**src/core_uarch_pkg.sv**
```systemverilog
package core_uarch_pkg;

	typedef logic [31:0] word;

	// Condition flags in the order they sit in the status word
	typedef struct packed {
		logic n;
		logic z;
		logic c;
		logic v;
	} psr_flags;

	typedef struct packed {
		logic a;
		logic i;
		logic f;
	} psr_intmask;

	typedef logic [4:0] psr_mode;

	// Status word as MRS and MSR see it
	// Reserved bits always read as zero
	typedef struct packed {
		psr_flags    nzcv;
		logic [18:0] reserved;
		psr_intmask  aif;
		logic        t;
		psr_mode     m;
	} psr_word;

	localparam psr_mode mode_usr = 5'b10000;
	localparam psr_mode mode_fiq = 5'b10001;
	localparam psr_mode mode_irq = 5'b10010;
	localparam psr_mode mode_svc = 5'b10011;
	localparam psr_mode mode_abt = 5'b10111;
	localparam psr_mode mode_und = 5'b11011;
	localparam psr_mode mode_sys = 5'b11111;

	typedef enum logic [1:0] {
		alu_add,
		alu_sub,
		alu_and,
		alu_orr
	} alu_op;

endpackage

```
**src/core_except_pkg.sv**
```systemverilog
package core_except_pkg;

	import core_uarch_pkg::*;

	// Synchronous exceptions raised from inside the core
	typedef enum logic [1:0] {
		exc_none,
		exc_und,
		exc_svc,
		exc_abt
	} exc_kind;

	// Offsets into the exception vector table
	localparam word vec_und = 32'h0000_0004;
	localparam word vec_svc = 32'h0000_0008;
	localparam word vec_abt = 32'h0000_0010;
	localparam word vec_irq = 32'h0000_0018;
	localparam word vec_fiq = 32'h0000_001c;

	// Mask bits that each entry sets
	// Entry ORs them into the current mask, so bits not listed here stay as they were
	localparam psr_intmask entry_mask_und = 3'b010;
	localparam psr_intmask entry_mask_svc = 3'b010;
	localparam psr_intmask entry_mask_abt = 3'b110;
	localparam psr_intmask entry_mask_irq = 3'b110;
	localparam psr_intmask entry_mask_fiq = 3'b111;

endpackage

```
**src/core_except_fsm.sv**
```systemverilog
`timescale 1ns/1ps

module core_except_fsm
	import core_uarch_pkg::*;
	import core_except_pkg::*;
(
	input  logic                     clk,
	input  logic                     arst_n,
	input  logic                     irq,
	input  logic                     fiq,
	input  logic                     exc_req,
	input  core_except_pkg::exc_kind exc_kind,
	input  logic                     exc_return,
	input  logic                     ext_write,
	input  logic                     ext_saved,
	input  word                      ext_wr,
	input  logic                     alu_en,
	input  psr_mode                  mode,
	input  psr_intmask               mask,
	input  word                      psr_rd,
	output logic                     write,
	output logic                     saved,
	output logic                     privileged,
	output word                      psr_wr,
	output logic                     update_flags,
	output logic                     busy,
	output word                      vector,
	output logic                     vector_valid
);

	typedef enum logic [2:0] {
		idle,
		enter,
		save,
		fetch_spsr,
		restore
	} fsm_state;

	fsm_state   state;
	logic       sel_valid;
	logic       ret_ok;
	psr_mode    sel_mode;
	psr_intmask sel_mask;
	word        sel_vector;
	psr_word    captured;
	psr_word    entry_word;
	psr_mode    target;
	psr_intmask set_mask;
	word        vector_q;

	// Synchronous exceptions win over fiq, and fiq wins over irq
	always_comb begin
		sel_valid = 1'b1;
		sel_mode = mode_svc;
		sel_mask = entry_mask_svc;
		sel_vector = vec_svc;
		if (exc_req && exc_kind != exc_none) begin
			case (exc_kind)
				exc_und: begin
					sel_mode = mode_und;
					sel_mask = entry_mask_und;
					sel_vector = vec_und;
				end
				exc_abt: begin
					sel_mode = mode_abt;
					sel_mask = entry_mask_abt;
					sel_vector = vec_abt;
				end
				default: ;
			endcase
		end else if (fiq && !mask.f) begin
			sel_mode = mode_fiq;
			sel_mask = entry_mask_fiq;
			sel_vector = vec_fiq;
		end else if (irq && !mask.i) begin
			sel_mode = mode_irq;
			sel_mask = entry_mask_irq;
			sel_vector = vec_irq;
		end else begin
			sel_valid = 1'b0;
		end
	end

	// Return only makes sense from a mode that owns an SPSR
	assign ret_ok = exc_return && (mode == mode_fiq || mode == mode_irq
		|| mode == mode_svc || mode == mode_abt || mode == mode_und);

	always_comb begin
		entry_word = captured;
		entry_word.aif = captured.aif | set_mask;
		entry_word.m = target;
	end

	// While idle the outside request passes, except on the cycle a request is taken
	always_comb begin
		write = ext_write;
		saved = ext_saved;
		privileged = 1'b0;
		psr_wr = ext_wr;
		update_flags = alu_en;
		case (state)
			idle: begin
				if (sel_valid || ret_ok) begin
					write = 1'b0;
					saved = 1'b0;
					update_flags = 1'b0;
				end
			end
			enter: begin
				write = 1'b1;
				saved = 1'b0;
				privileged = 1'b1;
				psr_wr = entry_word;
				update_flags = 1'b0;
			end
			save: begin
				write = 1'b1;
				saved = 1'b1;
				privileged = 1'b1;
				psr_wr = captured;
				update_flags = 1'b0;
			end
			fetch_spsr: begin
				write = 1'b0;
				saved = 1'b1;
				update_flags = 1'b0;
			end
			default: begin
				write = 1'b1;
				saved = 1'b0;
				privileged = 1'b1;
				psr_wr = captured;
				update_flags = 1'b0;
			end
		endcase
	end

	always_ff @(posedge clk or negedge arst_n) begin
		if (!arst_n) begin
			state <= idle;
		end else begin
			case (state)
				idle:
					if (sel_valid)
						state <= enter;
					else if (ret_ok)
						state <= fetch_spsr;
				enter:      state <= save;
				fetch_spsr: state <= restore;
				default:    state <= idle;
			endcase
		end
	end

	// The captured word is the old CPSR on entry and the SPSR on return
	always_ff @(posedge clk) begin
		if (state == idle && sel_valid) begin
			captured <= psr_rd;
			target <= sel_mode;
			set_mask <= sel_mask;
			vector_q <= sel_vector;
		end else if (state == fetch_spsr) begin
			captured <= psr_rd;
		end
	end

	assign busy = state != idle;
	assign vector = vector_q;
	assign vector_valid = state == save;

endmodule

```
**src/core_flags_alu.sv**
```systemverilog
`timescale 1ns/1ps

module core_flags_alu
	import core_uarch_pkg::*;
(
	input  core_uarch_pkg::alu_op alu_op,
	input  word                   a,
	input  word                   b,
	input  psr_flags              flags,
	output word                   result,
	output psr_flags              alu_flags,
	output logic                  v_valid
);

	logic [32:0] sum;
	logic        overflow;

	// Subtraction adds the inverted operand plus one
	// The carry out is then the ARM "no borrow" bit
	always_comb begin
		sum = 33'd0;
		overflow = 1'b0;
		v_valid = 1'b0;
		case (alu_op)
			alu_add: begin
				sum = {1'b0, a} + {1'b0, b};
				overflow = (a[31] == b[31]) && (sum[31] != a[31]);
				v_valid = 1'b1;
			end
			alu_sub: begin
				sum = {1'b0, a} + {1'b0, ~b} + 33'd1;
				overflow = (a[31] != b[31]) && (sum[31] != a[31]);
				v_valid = 1'b1;
			end
			alu_and:
				sum = {1'b0, a & b};
			default:
				sum = {1'b0, a | b};
		endcase
	end

	assign result = sum[31:0];

	// Logical operations leave carry clear and keep the previous overflow
	assign alu_flags = {result[31], result == 32'd0, sum[32], v_valid ? overflow : flags.v};

endmodule

```
**src/core_psr.sv**
```systemverilog
`timescale 1ns/1ps

module core_psr
	import core_uarch_pkg::*;
(
	input  logic       clk,
	input  logic       arst_n,
	input  logic       write,
	input  logic       saved,
	input  logic       privileged,
	input  logic       update_flags,
	input  logic       alu_v_valid,
	input  psr_flags   alu_flags,
	input  word        psr_wr,
	output psr_flags   flags,
	output psr_intmask mask,
	output psr_mode    mode,
	output word        psr_rd
);

	logic     t;
	word      spsr [5];
	int       slot;
	psr_word  wr;
	psr_flags cpsr_flags;
	psr_flags pend_flags;
	logic     pend;

	assign wr = psr_wr;

	function automatic int spsr_slot(psr_mode m);
		case (m)
			mode_fiq: return 0;
			mode_irq: return 1;
			mode_svc: return 2;
			mode_abt: return 3;
			mode_und: return 4;
			default:  return -1;
		endcase
	endfunction

	function automatic logic mode_valid(psr_mode m);
		return spsr_slot(m) >= 0 || m == mode_usr || m == mode_sys;
	endfunction

	assign slot = spsr_slot(mode);

	// A flag update waits one cycle in pend_flags and then commits to the CPSR
	// A CPSR write on the commit edge wins and the pending update is lost
	assign flags = pend ? pend_flags : cpsr_flags;

	always_comb begin
		if (saved)
			psr_rd = (slot < 0) ? 32'd0 : spsr[slot];
		else
			psr_rd = {flags, 19'd0, mask, t, mode};
	end

	always_ff @(posedge clk or negedge arst_n) begin
		if (!arst_n) begin
			cpsr_flags <= 4'b0000;
			pend_flags <= 4'b0000;
			pend <= 1'b0;
			mask <= 3'b111;
			t <= 1'b0;
			mode <= mode_svc;
			for (int i = 0; i < 5; i++)
				spsr[i] <= 32'd0;
		end else begin
			pend <= update_flags;
			// V only follows the ALU when the operation defines it
			if (update_flags)
				pend_flags <= {alu_flags.n, alu_flags.z, alu_flags.c,
					alu_v_valid ? alu_flags.v : flags.v};
			if (write && saved) begin
				if (slot >= 0)
					spsr[slot] <= psr_wr;
			end else if (write) begin
				cpsr_flags <= wr.nzcv;
				if (privileged || mode != mode_usr) begin
					mask <= wr.aif;
					t <= wr.t;
					if (mode_valid(wr.m))
						mode <= wr.m;
				end
			end else if (pend) begin
				cpsr_flags <= pend_flags;
			end
		end
	end

endmodule

```
**src/core_status.sv**
```systemverilog
`timescale 1ns/1ps

module core_status
	import core_uarch_pkg::*;
(
	input  logic                     clk,
	input  logic                     arst_n,
	input  logic                     alu_en,
	input  core_uarch_pkg::alu_op    alu_op,
	input  word                      alu_a,
	input  word                      alu_b,
	input  logic                     psr_write,
	input  logic                     psr_saved,
	input  word                      psr_wr,
	input  logic                     irq,
	input  logic                     fiq,
	input  logic                     exc_req,
	input  core_except_pkg::exc_kind exc_kind,
	input  logic                     exc_return,
	output word                      alu_result,
	output psr_flags                 flags,
	output psr_intmask               mask,
	output psr_mode                  mode,
	output word                      psr_rd,
	output logic                     busy,
	output word                      vector,
	output logic                     vector_valid
);

	psr_flags alu_nzcv;
	logic     alu_v_valid;
	logic     update_flags;
	logic     fsm_write;
	logic     fsm_saved;
	logic     fsm_privileged;
	word      fsm_wr;

	core_flags_alu i_core_flags_alu (
		.alu_op    (alu_op),
		.a         (alu_a),
		.b         (alu_b),
		.flags     (flags),
		.result    (alu_result),
		.alu_flags (alu_nzcv),
		.v_valid   (alu_v_valid)
	);

	core_psr i_core_psr (
		.clk          (clk),
		.arst_n       (arst_n),
		.write        (fsm_write),
		.saved        (fsm_saved),
		.privileged   (fsm_privileged),
		.update_flags (update_flags),
		.alu_v_valid  (alu_v_valid),
		.alu_flags    (alu_nzcv),
		.psr_wr       (fsm_wr),
		.flags        (flags),
		.mask         (mask),
		.mode         (mode),
		.psr_rd       (psr_rd)
	);

	core_except_fsm i_core_except_fsm (
		.clk          (clk),
		.arst_n       (arst_n),
		.irq          (irq),
		.fiq          (fiq),
		.exc_req      (exc_req),
		.exc_kind     (exc_kind),
		.exc_return   (exc_return),
		.ext_write    (psr_write),
		.ext_saved    (psr_saved),
		.ext_wr       (psr_wr),
		.alu_en       (alu_en),
		.mode         (mode),
		.mask         (mask),
		.psr_rd       (psr_rd),
		.write        (fsm_write),
		.saved        (fsm_saved),
		.privileged   (fsm_privileged),
		.psr_wr       (fsm_wr),
		.update_flags (update_flags),
		.busy         (busy),
		.vector       (vector),
		.vector_valid (vector_valid)
	);

endmodule

```
**config.mk**
```make
export PLATFORM = sky130hd
export DESIGN_NAME = core_status
export DESIGN_NICKNAME = d
export VERILOG_FILES = /design/src/core_uarch_pkg.sv /design/src/core_except_pkg.sv /design/src/core_except_fsm.sv /design/src/core_flags_alu.sv /design/src/core_psr.sv /design/src/core_status.sv
export SDC_FILE = /design/constraint.sdc
export NUM_CORES = 1
export LEC_CHECK = 0
export ABC_CLOCK_PERIOD_IN_PS = 12000
export BUFFER_PORTS_ARGS = -buffer_cell sky130_fd_sc_hd__buf_2
export CAP_MARGIN = 25
export CORE_MARGIN = 3
export CORE_UTILIZATION = 61
export CTS_CLUSTER_DIAMETER = 50
export DETAILED_ROUTE_END_ITERATION = 6
export PLACE_DENSITY = 0.94
export SLEW_MARGIN = 10
export SYNTH_ARGS = -nofsm -noshare
export SYNTH_HDL_FRONTEND = slang
export SYNTH_HIERARCHICAL = 1
export SYNTH_SLANG_ARGS = --single-unit
```
**constraint.sdc**
```tcl
create_clock -name clk -period 12 [get_ports clk]
set_clock_uncertainty 0.2 [all_clocks]
set_input_delay 2.4 -clock clk [delete_from_list [all_inputs] [get_ports clk]]
set_output_delay 2.4 -clock clk [all_outputs]
set_load 0.02 [all_outputs]
```
==> key figures <==
Finish
  – Commonest non-fill, non-tap cell in the layout: buf_2
  – Most frequent cells in the layout: buf_2 (188), dfrtp_1 (175), mux2_2 (164), inv_1 (108), ha_1 (105)
  – Fraction of layout cells with a size suffix above 1: 0.277
  – Final cell count without fillers: 2103
  – Finished Core Util: 0.695
  – Synthesis-to-layout area growth: 10.6%
  – Layout net count: 1970
  – Finished layout cell area: about 18000 sq um

STA
  – Fmax: 118 MHz
  – Period Utilization, post-route: 0.704
  – Setup ws final: approximately 3.6 ns
  – Setup_tns: 0 ns
  – Worst-Margin Slew: ~1.2 ns
  – Endpoints failing hold: 0
  – Tmin final: around 8.4 ns
  – Fin. max-slew vios: 0
  – Worst hold slack: between 0.3 and 0.4 ns
  – Worst rel slew slack: 0.200
  – Final setup viols: 0
  – RSZ-0062 raised after global routing: no

Power
  – Maximum vdd drop: 0.312 mV
  – Sw Share: 0.449
  – Clock network power share: 0.177
  – Net Switching: approximately 1.9 mW
  – Pint: between 2 and 2.5 mW
  – Sequential power share: 0.330
  – P_leak: between 8 and 9 nW
  – PwrDens: approximately 240 nW/um^2
  – Final Total Pwr: ~4.2 mW
  – Logic pwr share: 0.493

Logic synthesis
  – Synth warn: 6
  – Post-synth top area share: 0.273
  – Asr flop ratio synth: 0.819
  – Synth unique cells: around 100
  – Flops & latches, synth: about 220
  – Number of synthesized flops with an enable pin: 40
  – Cells after Synth: ~1600
  – Mapped cell area: about 16000 sq um
  – Dominant cell type by area after synthesis: dfrtp_1
  – Ys flop type: dfrtp_1
  – Syn avg cell area: ~10 sq um
  – Ranking of synthesized cells by area: dfrtp_1 (27%), mux2_2 (12%), ha_1 (8.2%)
  – Seq/Total Area, Yosys: 0.358

Placed design
  – HPWL Detailed: 32800 um
  – Post-DP Area: 16900 sq um
  – Dpl cells: roughly 2100
  – Gpl congestion: between 0.9 and 1
  – Dpl ws: 3.66 ns
  – PortBufs: approximately 190

Clocking
  – H-tree level count: 1
  – CTS root buf: clkbuf_16
  – CTS buffer count: 23
  – Clock Sinks: about 220
  – Resized Gates After CTS: 0
  – Clk buf depth: 3
  – Hold Buf Count CTS: 0
  – CTS tree: built
  – # Post-CTS Setup Buffers: 0
  – Clock transition at path regs: approximately 0.060 ns
  – Clock Latency Late Sink: roughly 0.52 ns

Floorplan
  – Die width: around 170 um
  – Row cnt: 58
  – Die Y: roughly 170 um
  – Starting Density: 0.628
  – I/O Pins: 219
  – Core ar.: around 26000 sq um
  – Die Area: around 28000 sq um

Drt
  – DRC Markers: 2
  – Met3 wire length: between 5000 and 6000 um
  – Vias per cell: roughly 7
  – Routed Wire Length: just over 50000 um
  – Post-Route M1 WL: about 19000 um
  – Drt initial violations: just under 2000
  – DRT Pass-1 Iters: 7
  – Vias: 14600
  – Highest metal used: met5
  – Met2 WL: around 24000 um
  – Wirelength per Cell: roughly 24 um
  – Post-DRT Antenna Nets: 0

Outcome
  – Status: finished with violations
  – Failing checks: design-rule violations

Setup path
  – Worst path max stage delay: 0.90 ns
  – Crit path max-delay family: simple AND/OR/NAND/NOR gates
  – CP Launch Type: primary input
  – Crit path max fanout: 24
  – Crit path buf inv count: 3
  – Setup Crit Path Kind: primary input to output port
  – Critical Path End Type: output port
  – Worst EP required: around 9.4 ns
  – CP dominant cell by count: buf_2
  – Crit-path cells: buf_2, o21ai_0, and3_1, a41o_1, buf_4, nand2_1, or2_2, nor4_1, buf_2
  – Worst Reg-to-Reg Cells: 7
  – WP data arrival: around 6 ns
  – CP Depth: 9
  – Slowest CP cell: nor4_1

Min path
  – Cells on Worst Hold Path: 1
  – Hold Crit Class: register to register

Global route
  – GRT Total Usage: 0.338
  – Largest net degree at the start of global routing: 95
  – First-pass GRT wire length: slightly below 80000 um
  – Antenna violations before repair: 2
  – GRT overflow: 0
  – Number of global-route vias before repair: about 14000

Flow run
  – Max_cap viols: 0
-- power groups by stage --
stage | clock [mW] | combinational, mW | sequential, mW
2_1_floorplan | 0 | 1.41 | 1.26
3_3_place_gp | 0 | 1.83 | 1.31
3_5_place_dp | 0 | 1.92 | 1.36
4_1_cts | 0.739 | 1.97 | 1.36
5_1_grt | 0.772 | 2.15 | 1.40
6_report | 0.741 | 2.07 | 1.38
-- Yosys cell counts (7+ instances only) --
cell type,instances
a221oi_1,33
a21o_1,9
clkbuf_1,53
inv_1,108
buf_6,10
edfxtp_1,40
mux2i_1,18
nor2b_1,17
nand3_1,17
o31ai_1,16
buf_2,27
or3_1,9
buf_4,40
a31oi_1,9
a21oi_1,100
nor2_1,85
dfrtp_1,175
mux2_2,164
and3_1,29
ha_1,105
o21bai_1,8
nor3b_1,8
nand2_1,89
nor3_1,54
a2bb2oi_1,7
o211ai_1,26
mux2_1,8
nand2b_1,13
o21ai_0,86
a211oi_1,30
nor4_1,27
mux2_4,30
xnor2_1,22
-- path summary, 6_finish.rpt --
path                                                 start                   to  slack [ns]
max in group asynchronous                           arst_n  i_core_psr/spsr[60]        8.53
worst min register to register         i_core_psr/spsr[91]  i_core_psr/spsr[91]        0.30
worst max register to register  i_core_except_fsm/state[0]  i_core_psr/spsr[60]        7.29
worst max-delay path                           exc_kind[0]           psr_rd[20]        3.55
min in group asynchronous                           arst_n   i_core_psr/mode[3]        1.77
worst min-delay path                   i_core_psr/spsr[91]  i_core_psr/spsr[91]        0.30
-- layer usage --
layer	vias up	global-route usage
met5	-	0
met4	2	0.177
met3	280	0.0702
met1	6997	0.419
met2	1137	0.560
li1	6145	-
-- sequential cells by signal, summed over array words and instances (netlist names), 3 cells and up --
signal / cells
i_core_psr/mask: 3
i_core_except_fsm/state: 3
i_core_psr/spsr: 160
i_core_psr/mode: 5
i_core_except_fsm/vector: 3
i_core_except_fsm/captured: 32
i_core_except_fsm/target: 4
i_core_psr/pend_flags: 4
i_core_psr/cpsr_flags: 4
-- cells by family (layout without fill, tap and decap cells) --
logic type               count (synthesis)  after routing  synth area share
AO/OA/AOI/OAI                          412            412             0.179
XOR/XNOR                                27             27            0.0147
adder cells (fa/ha/maj)                107            107            0.0844
buffers and inverters                  247            363            0.0739
flip-flops                             221            221             0.358
multiplexers                           221            221             0.161
other                                    1             31          0.000234
AND/OR/NAND/NOR                        391            391             0.128
-- area by class of cell --
cell class                 count  area [sq um]
multi-input combinational   1187          9250
fill                        1759          7800
sequential                   221          5740
timing repair buffer         208          1130
clock buffer                  29           628
inverter                     113           424
tap                          330           413
clock inverter                13           146
antenna                        2          5.00
No activity file was read; power rests on OpenSTA's default activity.
